[config.mk]
export PLATFORM = sky130hd
export DESIGN_NAME = hist_builder_top
export DESIGN_NICKNAME = d
export VERILOG_FILES = /design/src/hist_params_pkg.sv /design/src/hist_types_pkg.sv /design/src/pixel_sequencer.sv /design/src/bin_count_memory.sv /design/src/peak_tracker.sv /design/src/hist_builder_top.sv
export SDC_FILE = /design/constraint.sdc
export NUM_CORES = 1
export LEC_CHECK = 0
export BUFFER_PORTS_ARGS = -buffer_cell sky130_fd_sc_hd__buf_2
export CORE_UTILIZATION = 42
export CTS_CLUSTER_DIAMETER = 200
export DETAILED_ROUTE_END_ITERATION = 8
export GPL_ROUTABILITY_DRIVEN = 0
export PLACE_DENSITY = 0.59
export SYNTH_ARGS = -nofsm -noshare
export SYNTH_HDL_FRONTEND = slang
export SYNTH_HIERARCHICAL = 1
export SYNTH_SLANG_ARGS = --single-unit
[constraint.sdc]
create_clock -name clk -period 8.6 [get_ports clk]
set_clock_uncertainty 0.1 [all_clocks]
set_input_delay 1.72 -clock clk [delete_from_list [all_inputs] [get_ports clk]]
set_output_delay 1.72 -clock clk [all_outputs]
set_load 0.005 [all_outputs]
[src/hist_params_pkg.sv]
`default_nettype none

package hist_params_pkg;

    // bin address width, 2**DEF_NB bins per pixel histogram
    localparam int DEF_NB = 4;

    // width of one bin counter
    localparam int DEF_COUNT_W = 8;

    // photons per pixel before the pixel index moves on
    localparam int DEF_DATA_NUM = 3;

    // pixels sharing one count memory
    localparam int DEF_PIXEL_NUM = 2;

    // full pixel sweeps per frame
    localparam int DEF_ACQ_NUM = 2;

    // so one frame is DATA_NUM * PIXEL_NUM * ACQ_NUM writes

endpackage : hist_params_pkg

`default_nettype wire

[src/hist_types_pkg.sv]
`default_nettype none

package hist_types_pkg;

    // frame type, alternates every frame
    // coarse pass comes first after reset
    typedef enum logic {
        PASS_COARSE = 1'b0,
        PASS_FINE   = 1'b1
    } hist_pass_e;

endpackage : hist_types_pkg

`default_nettype wire

[src/pixel_sequencer.sv]
`timescale 1ns/1ps
`default_nettype none

module pixel_sequencer #(
    parameter int DATA_NUM  = hist_params_pkg::DEF_DATA_NUM,
    parameter int PIXEL_NUM = hist_params_pkg::DEF_PIXEL_NUM,
    parameter int ACQ_NUM   = hist_params_pkg::DEF_ACQ_NUM,
    localparam int PIX_W    = (PIXEL_NUM > 1) ? $clog2(PIXEL_NUM) : 1
) (
    input  logic             clk,
    input  logic             combin_res,
    input  logic             wr_en,
    output logic [PIX_W-1:0] pixel_idx,
    output logic             frame_last,
    output logic             last_acq
);

    // counter widths, at least one bit each
    localparam int DATA_W = (DATA_NUM > 1) ? $clog2(DATA_NUM) : 1;
    localparam int ACQ_W  = (ACQ_NUM > 1) ? $clog2(ACQ_NUM) : 1;

    // single acquisition per frame keeps last_acq up for good
    localparam logic LAST_ACQ_RST = (ACQ_NUM == 1);

    logic [DATA_W-1:0] photon_cnt;
    logic [ACQ_W-1:0]  acq_cnt;

    logic photon_last;
    logic pixel_last;
    logic acq_last;
    logic acq_pre_last;
    logic sweep_end;

    // wrap points of the three counters
    assign photon_last = (photon_cnt == DATA_W'(DATA_NUM - 1));
    assign pixel_last  = (pixel_idx == PIX_W'(PIXEL_NUM - 1));
    assign acq_last    = (acq_cnt == ACQ_W'(ACQ_NUM - 1));
    // acquisition just before the final one
    assign acq_pre_last = (ACQ_NUM > 1) && (acq_cnt == ACQ_W'(ACQ_NUM - 2));

    // write that closes a full pixel sweep
    assign sweep_end = wr_en && photon_last && pixel_last;

    // final write of the frame, combinational on purpose
    // memory and tracker register it themselves
    assign frame_last = sweep_end && acq_last;

    // nested counters, all step on wr_en only
    always_ff @(posedge clk or negedge combin_res) begin
        if (!combin_res) begin
            photon_cnt <= '0;
            pixel_idx  <= '0;
            acq_cnt    <= '0;
        end else if (wr_en) begin
            if (photon_last) begin
                photon_cnt <= '0;
                if (pixel_last) begin
                    pixel_idx <= '0;
                    // acquisition wraps with the frame
                    if (acq_last) begin
                        acq_cnt <= '0;
                    end else begin
                        acq_cnt <= acq_cnt + 1'b1;
                    end
                end else begin
                    pixel_idx <= pixel_idx + 1'b1;
                end
            end else begin
                photon_cnt <= photon_cnt + 1'b1;
            end
        end
    end

    // final acquisition window
    // rises after the last write of acquisition ACQ_NUM-2
    // falls after frame_last
    always_ff @(posedge clk or negedge combin_res) begin
        if (!combin_res) begin
            last_acq <= LAST_ACQ_RST;
        end else if (sweep_end) begin
            if (acq_last) begin
                last_acq <= LAST_ACQ_RST;
            end else if (acq_pre_last) begin
                last_acq <= 1'b1;
            end
        end
    end

endmodule : pixel_sequencer

`default_nettype wire

[src/bin_count_memory.sv]
`timescale 1ns/1ps
`default_nettype none

module bin_count_memory #(
    parameter int NB        = hist_params_pkg::DEF_NB,
    parameter int COUNT_W   = hist_params_pkg::DEF_COUNT_W,
    parameter int PIXEL_NUM = hist_params_pkg::DEF_PIXEL_NUM,
    localparam int PIX_W    = (PIXEL_NUM > 1) ? $clog2(PIXEL_NUM) : 1
) (
    input  logic               clk,
    input  logic               combin_res,
    input  logic               wr_en,
    input  logic [NB-1:0]      addr,
    input  logic [PIX_W-1:0]   pixel_idx,
    input  logic               frame_last,
    output logic [COUNT_W-1:0] bin_count,
    output logic               count_valid
);

    // one histogram of 2**NB bins per pixel
    localparam int BINS   = 1 << NB;
    localparam int DEPTH  = PIXEL_NUM * BINS;
    localparam int ADDR_W = PIX_W + NB;

    logic [COUNT_W-1:0] count_mem [DEPTH];
    // entry written in the current frame
    logic [DEPTH-1:0]   valid_bits;

    logic [ADDR_W-1:0]  mem_addr;
    logic [COUNT_W-1:0] cur_count;
    logic [COUNT_W-1:0] new_count;
    logic               entry_valid;
    logic               clear_pend;

    // pixel_idx * BINS + addr
    assign mem_addr = {pixel_idx, addr};

    assign cur_count = count_mem[mem_addr];

    // old frame contents are dead in the clear cycle already
    assign entry_valid = valid_bits[mem_addr] && !clear_pend;

    // stale entry restarts at 1, otherwise saturating increment
    always_comb begin
        if (!entry_valid) begin
            new_count = COUNT_W'(1);
        end else if (&cur_count) begin
            new_count = cur_count;
        end else begin
            new_count = cur_count + 1'b1;
        end
    end

    // count array, read and written in the same cycle
    // a repeat write next cycle sees the stored value
    always_ff @(posedge clk) begin
        if (wr_en) begin
            count_mem[mem_addr] <= new_count;
        end
    end

    // flash clear one cycle after frame_last
    // a write in that cycle keeps its own bit
    always_ff @(posedge clk or negedge combin_res) begin
        if (!combin_res) begin
            clear_pend <= 1'b0;
            valid_bits <= '0;
        end else begin
            clear_pend <= frame_last;
            if (clear_pend) begin
                valid_bits <= '0;
            end
            if (wr_en) begin
                valid_bits[mem_addr] <= 1'b1;
            end
        end
    end

    // updated count out one cycle after the write
    always_ff @(posedge clk or negedge combin_res) begin
        if (!combin_res) begin
            bin_count   <= '0;
            count_valid <= 1'b0;
        end else begin
            count_valid <= wr_en;
            if (wr_en) begin
                bin_count <= new_count;
            end
        end
    end

endmodule : bin_count_memory

`default_nettype wire

[src/peak_tracker.sv]
`timescale 1ns/1ps
`default_nettype none

module peak_tracker #(
    parameter int NB        = hist_params_pkg::DEF_NB,
    parameter int COUNT_W   = hist_params_pkg::DEF_COUNT_W,
    parameter int PIXEL_NUM = hist_params_pkg::DEF_PIXEL_NUM,
    localparam int PIX_W    = (PIXEL_NUM > 1) ? $clog2(PIXEL_NUM) : 1
) (
    input  logic                       clk,
    input  logic                       combin_res,
    input  logic                       count_valid,
    input  logic [COUNT_W-1:0]         bin_count,
    input  logic [NB-1:0]              addr,
    input  logic [PIX_W-1:0]           pixel_idx,
    input  logic                       frame_last,
    output hist_types_pkg::hist_pass_e his_num,
    output logic [NB-1:0]              peak_ch,
    output logic [NB-1:0]              peak_fh,
    output logic [PIX_W-1:0]           peak_pixel,
    output logic                       peak_done
);

    import hist_types_pkg::*;

    // write-side info, one cycle late to line up with bin_count
    logic [NB-1:0]      addr_d;
    logic [PIX_W-1:0]   pixel_d;
    logic               frame_last_d;

    // running maximum of the current frame
    logic [COUNT_W-1:0] max_count;
    logic [NB-1:0]      max_bin;
    logic [PIX_W-1:0]   max_pixel;

    logic               take_new;
    logic [NB-1:0]      win_bin;
    logic [PIX_W-1:0]   win_pixel;

    always_ff @(posedge clk or negedge combin_res) begin
        if (!combin_res) begin
            addr_d       <= '0;
            pixel_d      <= '0;
            frame_last_d <= 1'b0;
        end else begin
            addr_d       <= addr;
            pixel_d      <= pixel_idx;
            frame_last_d <= frame_last;
        end
    end

    // strictly greater only, so a tie keeps the earlier bin
    assign take_new = count_valid && (bin_count > max_count);

    // winner includes the count arriving this cycle
    assign win_bin   = take_new ? addr_d : max_bin;
    assign win_pixel = take_new ? pixel_d : max_pixel;

    always_ff @(posedge clk or negedge combin_res) begin
        if (!combin_res) begin
            max_count <= '0;
            max_bin   <= '0;
            max_pixel <= '0;
        end else if (frame_last_d) begin
            // next frame starts from scratch
            max_count <= '0;
            max_bin   <= '0;
            max_pixel <= '0;
        end else if (take_new) begin
            max_count <= bin_count;
            max_bin   <= addr_d;
            max_pixel <= pixel_d;
        end
    end

    // frame end, two cycles after the last write
    always_ff @(posedge clk or negedge combin_res) begin
        if (!combin_res) begin
            his_num    <= PASS_COARSE;
            peak_ch    <= '0;
            peak_fh    <= '0;
            peak_pixel <= '0;
            peak_done  <= 1'b0;
        end else begin
            peak_done <= frame_last_d;
            if (frame_last_d) begin
                // peak goes to the output of the pass just finished
                if (his_num == PASS_COARSE) begin
                    peak_ch <= win_bin;
                    his_num <= PASS_FINE;
                end else begin
                    peak_fh <= win_bin;
                    his_num <= PASS_COARSE;
                end
                peak_pixel <= win_pixel;
            end
        end
    end

endmodule : peak_tracker

`default_nettype wire

[src/hist_builder_top.sv]
`timescale 1ns/1ps
`default_nettype none

module hist_builder_top #(
    parameter int NB        = hist_params_pkg::DEF_NB,
    parameter int COUNT_W   = hist_params_pkg::DEF_COUNT_W,
    parameter int DATA_NUM  = hist_params_pkg::DEF_DATA_NUM,
    parameter int PIXEL_NUM = hist_params_pkg::DEF_PIXEL_NUM,
    parameter int ACQ_NUM   = hist_params_pkg::DEF_ACQ_NUM,
    localparam int PIX_W    = (PIXEL_NUM > 1) ? $clog2(PIXEL_NUM) : 1
) (
    input  logic                       clk,
    input  logic                       combin_res,
    input  logic                       wr_en,
    input  logic [NB-1:0]              addr,
    output logic [COUNT_W-1:0]         bin_count,
    output logic                       count_valid,
    output logic                       last_acq,
    output hist_types_pkg::hist_pass_e his_num,
    output logic [NB-1:0]              peak_ch,
    output logic [NB-1:0]              peak_fh,
    output logic [PIX_W-1:0]           peak_pixel,
    output logic                       peak_done
);

    // pixel index shared by memory and tracker
    logic [PIX_W-1:0] pixel_idx;
    // last write of the frame, combinational
    logic             frame_last;

    // photon / pixel / acquisition counting
    pixel_sequencer #(
        .DATA_NUM  (DATA_NUM),
        .PIXEL_NUM (PIXEL_NUM),
        .ACQ_NUM   (ACQ_NUM)
    ) u_sequencer (
        .clk        (clk),
        .combin_res (combin_res),
        .wr_en      (wr_en),
        .pixel_idx  (pixel_idx),
        .frame_last (frame_last),
        .last_acq   (last_acq)
    );

    // per-bin counts, one cycle latency
    bin_count_memory #(
        .NB        (NB),
        .COUNT_W   (COUNT_W),
        .PIXEL_NUM (PIXEL_NUM)
    ) u_memory (
        .clk         (clk),
        .combin_res  (combin_res),
        .wr_en       (wr_en),
        .addr        (addr),
        .pixel_idx   (pixel_idx),
        .frame_last  (frame_last),
        .bin_count   (bin_count),
        .count_valid (count_valid)
    );

    // tracker sees raw addr and pixel, aligns them internally
    peak_tracker #(
        .NB        (NB),
        .COUNT_W   (COUNT_W),
        .PIXEL_NUM (PIXEL_NUM)
    ) u_tracker (
        .clk         (clk),
        .combin_res  (combin_res),
        .count_valid (count_valid),
        .bin_count   (bin_count),
        .addr        (addr),
        .pixel_idx   (pixel_idx),
        .frame_last  (frame_last),
        .his_num     (his_num),
        .peak_ch     (peak_ch),
        .peak_fh     (peak_fh),
        .peak_pixel  (peak_pixel),
        .peak_done   (peak_done)
    );

endmodule : hist_builder_top

`default_nettype wire

* Word level (Yosys, flattened, before mapping)
Memory sizes are Yosys's and may differ from the RTL's.
Index checks and enable logic that the tools add are counted.
** Storage, ports and cells
- Register bits after elaboration :: 76
- Memory bits (writable) :: 256
- Input bits :: 7
- Output and inout bits :: 21
- Word-level logic and storage cells :: 63
- Memories kept :: 1
** Memory list
- u_memory.count_mem :: depth 32, bits a word 8, rd ports 1, clocked after memory_dff 0, write ports 1, line bin_count_memory.sv:25 : logic [COUNT_W-1:0] count_mem [DEPTH];
** Cells by class
- $add $sub $neg :: 4
- Magnitude comparators :: 3
- Equality and inequality tests :: 1
- Muxes and demuxes :: 21
- Bitwise gates (word level) :: 2
- Reductions and logical operators :: 13
** Operators with widths (number)
- 32-bit two-way mux :: 2
- 8-bit two-way mux :: 4
- 32-bit bitwise OR :: 1
- 1-bit two-way mux :: 10
- 8-bit by 1-bit adder with 8-bit output (second input constant) :: 1
- 8-bit > comparator :: 1
- 4-bit two-way mux :: 2
- 8-bit AND reduction :: 1
- 1-bit logical AND :: 6
- 5-bit by 6-bit < comparator with 1-bit output (second input constant) :: 1
- 2-bit AND reduction :: 3
- 1-bit binary-select mux with 5-bit select :: 1
- 1-bit demux with 5-bit select :: 1
- 5-bit by 1-bit greater-or-equal comparator with 1-bit output (second input constant) :: 1
- 3-bit AND reduction :: 1
- 1-bit adder (second input constant) :: 2
- 2-bit by 1-bit adder with 2-bit output (second input constant) :: 1
- 2-bit == test (second input constant) :: 1
- 2-bit two-way mux :: 1
- 2-bit nonzero test :: 1
- 1-bit logical NOT :: 1
- 1-bit NOT :: 1

* Logic depth before layout (Yosys ltp)
- Depth in word-level cells :: 6
- Mapped depth :: 13
- Depth with buffers taken out :: 9

* Modules after synthesis
The synthesis kept the hierarchy.
** Modules (own cells, without submodules)
- bin_count_memory :: instances 1, cells each 759, area an instance 12107.9 µm², sequential area each 8738.4 µm²
- peak_tracker :: instances 1, cells each 127, area an instance 1373.8 µm², sequential area each 750.7 µm²
- pixel_sequencer :: instances 1, cells each 18, area an instance 217.7 µm², sequential area each 125.1 µm²

* Worst setup path before layout
No wires, ideal clock.
- Kind :: input-to-reg
- Start :: in addr[2]
- End :: mem u_memory/count_mem[0][5] (netlist bit) (data pin)
- Arrival time :: 4476 ps
- Data required time :: 8140 ps
- Setup slack :: 3665 ps
- Stages on the path :: 11
- Buffers on the path :: 2
- Path through :: buf_6 > or4b_4 > buf_6 > o22ai_1 > nor4_1 > nand2_1 > ha_1 > nand3_4 > nor3b_4 > o21bai_1 > nor2b_1
** Between the ends
- Cells in the longest elaborated chain, start to end :: 4
** RTL lines
- start: declaration :: line hist_builder_top.sv:15 : input logic [NB-1:0] addr,
- memory 32 x 8 bit or 1-bit binary-select mux with 5-bit select (tied branches)
- 8-bit by 1-bit adder with 8-bit output (tied with other cells) :: line bin_count_memory.sv:50 : new_count = cur_count + 1'b1;
- 8-bit two-way mux or 1-bit logical AND (tied branches) :: line bin_count_memory.sv:47, bin_count_memory.sv:41
- 8-bit two-way mux (*) :: line bin_count_memory.sv:45 : if (!entry_valid) begin
- via u_memory.new_count[5] :: line bin_count_memory.sv:31 : logic [COUNT_W-1:0] new_count;
- end: declaration :: line bin_count_memory.sv:25
Mark *: on every way through the listed nets, which the timed path passes. The rest lies on a longest branch. The select of a mux whose other input is x is not followed.

* Final worst setup path
- Start :: in addr[0]
- End :: mem u_memory/count_mem[1][5] (netlist bit) (data pin)
Same word-level chain as after synthesis.

==> impl_metrics.xml <==
<?xml version="1.0" encoding="UTF-8"?>
<metrics>
  <group name="timing">
    <metric name="min_period" unit="ns">5.75</metric>
    <metric name="totalNegativeSetupSlack" unit="ns">0</metric>
    <metric name="setup_viol" unit="">0</metric>
    <metric name="tightest_slew" unit="ns">1.36</metric>
    <metric name="slew_headroom" unit="%">8.85</metric>
    <metric name="final_max_slew_viol_count" unit="">0</metric>
    <metric name="timing.fmax" unit="MHz">174</metric>
    <metric name="grt_setup_unrepaired" unit="">false</metric>
    <metric name="final.period_utilization" unit="%">66.8</metric>
    <metric name="finalHoldViolCount" unit="">0</metric>
  </group>
  <group name="worst_setup_path">
    <metric name="timing.critical_path.to_type" unit="">register</metric>
    <metric name="worst-r2r-cell-count" unit="">10</metric>
    <metric name="logic_depth_of_the_worst_setup_path_including_buffers" unit="">11</metric>
    <metric name="worst-path-max-fanout" unit="">89</metric>
    <metric name="timing.critical_path.slowest_stage_cell" unit="">nor2b_2</metric>
    <metric name="top_family_by_delay_on_critical_path" unit="">simple AND/OR/NAND/NOR gates</metric>
    <metric name="critical_path_class" unit="">in -&gt; reg</metric>
    <metric name="crit_path_cell_trace" unit="">clkbuf_8, buf_4, mux2i_1, o22ai_1, nor4_1, nand2_1, ha_1, nand3_4, nor3b_4, o21bai_1, nor2b_2</metric>
    <metric name="worst_reg2reg_path_startpoint" unit="">u_sequencer/pixel_idx</metric>
    <metric name="timing.rr.end" unit="">u_memory/count_mem[1][5]</metric>
    <metric name="start_kind" unit="">primary input</metric>
    <metric name="critPathRequiredTime" unit="ns">8.61</metric>
    <metric name="cp.arrival" unit="ns">5.76</metric>
    <metric name="worst_path_largest_cell_delay" unit="ns">1.09</metric>
    <metric name="cp_num_buf_inv" unit="">2</metric>
    <metric name="ff2ff_setup_slack" unit="ns">4.09</metric>
  </group>
  <group name="die">
    <metric name="placement_rows" unit="">65</metric>
    <metric name="die_w" unit="um">183</metric>
    <metric name="standard_cell_core_area" unit="sq um">31800</metric>
    <metric name="die_height" unit="um">183</metric>
    <metric name="fp.dieArea" unit="sq um">33300</metric>
    <metric name="io_pins" unit="">28</metric>
    <metric name="initial_core_utilization" unit="%">43.1</metric>
  </group>
  <group name="detailed_routing">
    <metric name="viasPerCell" unit="">5.60</metric>
    <metric name="dr_total_vias" unit="">7744</metric>
    <metric name="dr.pass1.iters" unit="">5</metric>
    <metric name="route.detailed.wl_per_inst" unit="um">23.6</metric>
    <metric name="wl" unit="mm">32.7</metric>
    <metric name="route.detailed.drc" unit="">0</metric>
    <metric name="drt_iter0_drc" unit="">856</metric>
    <metric name="count_of_antenna_violating_nets_left_after_detailed_routing" unit="">0</metric>
  </group>
  <group name="job">
    <metric name="drv.max_cap_violation_count" unit="">0</metric>
  </group>
  <group name="hold_path">
    <metric name="worst_hold_startpoint" unit="">u_sequencer/acq_cnt</metric>
    <metric name="hold_path_depth" unit="">1</metric>
    <metric name="hold-path-endpoint" unit="">u_sequencer/acq_cnt</metric>
    <metric name="hold_path.class" unit="">reg -&gt; reg</metric>
  </group>
  <group name="yosys">
    <metric name="seq_area_frac_synth" unit="%">70.2</metric>
    <metric name="synth.mux.area_fraction" unit="%">11.1</metric>
    <metric name="ys_warns" unit="">6</metric>
    <metric name="ys_ff_latch" unit="">333</metric>
    <metric name="syn_area" unit="sq um">13700</metric>
    <metric name="synth_fp_nets" unit="">920</metric>
    <metric name="yosys.area_share.simple" unit="%">6.52</metric>
    <metric name="yosys_most_used_dff" unit="">edfxtp_1</metric>
    <metric name="dominant_combinational_cell_family_by_area_after_synthesis" unit="">multiplexers</metric>
    <metric name="asyncSetResetFlopFracSynth" unit="%">23.1</metric>
    <metric name="synth_fa_ha_area_share" unit="%">0.822</metric>
    <metric name="synth_edf_count" unit="">256</metric>
    <metric name="complex_gate_fraction_of_the_synthesized_area" unit="%">7.47</metric>
    <metric name="netlist-cell-type-count" unit="">64</metric>
    <metric name="post_synth_xor_area_fraction" unit="%">0.320</metric>
    <metric name="syn_area_per_cell" unit="sq um">15.2</metric>
    <metric name="synth_cells" unit="">904</metric>
  </group>
  <group name="clocking">
    <metric name="largest_buffer_count_on_any_clock_path" unit="">3</metric>
    <metric name="number_of_hold_buffers_added_after_cts" unit="">0</metric>
    <metric name="clkSinkCount" unit="">333</metric>
    <metric name="postCtsSetupBuffers" unit="">0</metric>
    <metric name="clk_root_buffer_cell" unit="">clkbuf_16</metric>
    <metric name="clk_pin_slew" unit="ns">0.06</metric>
    <metric name="insertion_delay_of_the_later_clocked_pin_in_the_worst_skew_pair" unit="ns">0.51</metric>
    <metric name="tritoncts" unit="">yes</metric>
    <metric name="ctsHtreeMaxLevel" unit="">2</metric>
    <metric name="cts_repair_resize_count" unit="">0</metric>
    <metric name="numCtsBuffers" unit="">35</metric>
  </group>
  <group name="grt">
    <metric name="vias_in_the_first_global_route" unit="">7640</metric>
    <metric name="grt_overflow_total" unit="">0</metric>
    <metric name="grt_pass1_wl" unit="mm">49.6</metric>
    <metric name="grt_antenna_before_repair" unit="">0</metric>
    <metric name="grt_start_max_net_pins" unit="">90</metric>
    <metric name="grtUsageTotal" unit="%">20.1</metric>
  </group>
  <group name="power">
    <metric name="post-layout-total-power" unit="W">0.00463</metric>
    <metric name="leakagePower" unit="nW">5.67</metric>
    <metric name="power.density" unit="nW/um^2">305</metric>
    <metric name="irDropWorstVdd" unit="uV">153</metric>
  </group>
  <group name="finish">
    <metric name="antenna-diode-count" unit="">0</metric>
    <metric name="drive_above_1_share" unit="%">12.8</metric>
    <metric name="syn2layout_area_growth" unit="%">10.9</metric>
    <metric name="stdcell_area" unit="sq um">15200</metric>
    <metric name="nNetsFinal" unit="">939</metric>
  </group>
  <group name="placed_design">
    <metric name="portBuffers" unit="">27</metric>
    <metric name="final_hpwl_dp" unit="mm">20.3</metric>
    <metric name="placed_area" unit="sq um">14200</metric>
  </group>
  <group name="run_status">
    <metric name="run_status" unit="">finished clean</metric>
  </group>
</metrics>
[where the power goes]
part	internal (W)	switching (W)	total (W)
clock	0.000774	0.000582	0.00136
sequential	0.00215	0.000109	0.00225
combinational	0.000330	0.000692	0.00102
total	0.00325	0.00138	0.00463
[layout make-up]
type	instances	area, sq um
clock buffers	40	895
repair buffers	39	236
flip-flops and latches	333	9610
multi-input cells	468	3610
clock inverters	22	124
inverters	46	173
well taps	435	544
fillers	2703	16600
[routing by layer]
layer / share of wire, % / track usage, % / routed length [um]
met5: 0 / 0 / 0
met4: 1.9 / 5.24 / 615
met3: 5.6 / 3.51 / 1830
met2: 47 / 31.5 / 15200
met1: 46 / 29.0 / 15000
[layout by cell type (no fill, tap or decap), types with 2 or more instances in the layout]
cell type	synthesis	final
nand3_2	2	2
dfrtp_1	77	77
xnor2_1	3	3
nand4b_1	4	4
mux2i_1	132	132
nand2_2	2	2
buf_4	7	13
or3_1	2	2
mux2_2	2	2
a21oi_1	18	18
edfxtp_1	256	256
or4b_4	2	2
a32oi_1	2	2
nor2_2	0	4
nand4bb_1	6	6
o21ai_0	5	5
or4b_1	2	2
nand3_1	15	15
mux4_2	8	8
xor2_1	2	2
nand3b_1	5	5
nor2_1	59	55
clkinv_1	1	13
buf_2	18	25
and2_1	2	2
clkinv_2	0	8
clkbuf_1	20	5
nand2b_1	3	3
nand4_1	3	3
o22ai_2	2	2
o21ai_1	7	7
inv_1	45	45
nor4_1	15	15
o22ai_1	94	94
a31oi_1	11	11
nor2b_1	8	7
nand2_1	17	17
ha_1	9	9
clkbuf_16	0	35
[registers in the layout (all words and copies together) (netlist names)]
signal,count
u_tracker/pixel_d,1
u_tracker/max_count,8
u_tracker/max_bin,4
u_sequencer/acq_cnt,1
u_tracker/peak_fh,4
u_tracker/peak_ch,4
u_tracker/max_pixel,1
u_tracker/frame_last_d,1
u_tracker/peak_pixel,1
u_memory/clear_pend,1
u_sequencer/last_acq,1
u_tracker/peak_done,1
u_memory/valid_bits,32
u_sequencer/pixel_idx,1
u_memory/count_valid,1
u_memory/bin_count,8
u_sequencer/photon_cnt,2
u_memory/count_mem,256
u_tracker/his_num,1
u_tracker/addr_d,4
[cells in the mapped netlist, types with 3 or more instances]
master | n | area (sq um)
edfxtp_1 | 256 | 7690
mux2i_1 | 132 | 1320
o22ai_1 | 94 | 588
dfrtp_1 | 77 | 1930
nor2_1 | 59 | 221
inv_1 | 45 | 169
clkbuf_1 | 20 | 75.1
a21oi_1 | 18 | 90.1
buf_2 | 18 | 90.1
nand2_1 | 17 | 63.8
nand3_1 | 15 | 75.1
nor4_1 | 15 | 93.8
a31oi_1 | 11 | 68.8
ha_1 | 9 | 113
mux4_2 | 8 | 180
nor2b_1 | 8 | 50.1
buf_4 | 7 | 52.6
buf_6 | 7 | 78.8
o21ai_1 | 7 | 35.0
nand4bb_1 | 6 | 67.6
buf_1 | 5 | 18.8
nand3b_1 | 5 | 37.5
o21ai_0 | 5 | 25.0
nand4b_1 | 4 | 35.0
nand2b_1 | 3 | 18.8
nand4_1 | 3 | 18.8
xnor2_1 | 3 | 26.3
[metrics by stage]
stage / utilization (%) / std cells / hold WS [ns] / setup WS, ns
after floorplan: - / 904 / 0.252 / 3.66
after global placement: 44.6 / 1321 / 0.385 / 2.43
after detailed placement: 44.6 / 1321 / 0.387 / 2.38
after CTS: 47.8 / 1383 / 0.398 / 2.89
after global routing: 47.8 / 1383 / 0.417 / 2.59
final: 47.8 / 1383 / 0.395 / 2.85
[worst max-delay path by stage]
stage	from	slack, ns	endpoint
after detailed placement	addr[0]	2.38	u_memory/count_mem[0][4]
after floorplan	addr[2]	3.66	u_memory/count_mem[0][5]
after CTS	addr[0]	2.89	u_memory/count_mem[6][4]
final	addr[0]	2.85	u_memory/count_mem[1][5]
after global placement	addr[0]	2.43	u_memory/count_mem[26][5]
after global routing	addr[0]	2.59	u_memory/count_mem[17][4]
[cells by family after synthesis]
logic type | count (synthesis)
AO/OA/AOI/OAI | 156
XOR/XNOR | 5
adder cells (fa/ha/maj) | 9
buffers and inverters | 103
flip-flops | 333
multiplexers | 142
AND/OR/NAND/NOR | 156
(Power assumes the default switching activity.)
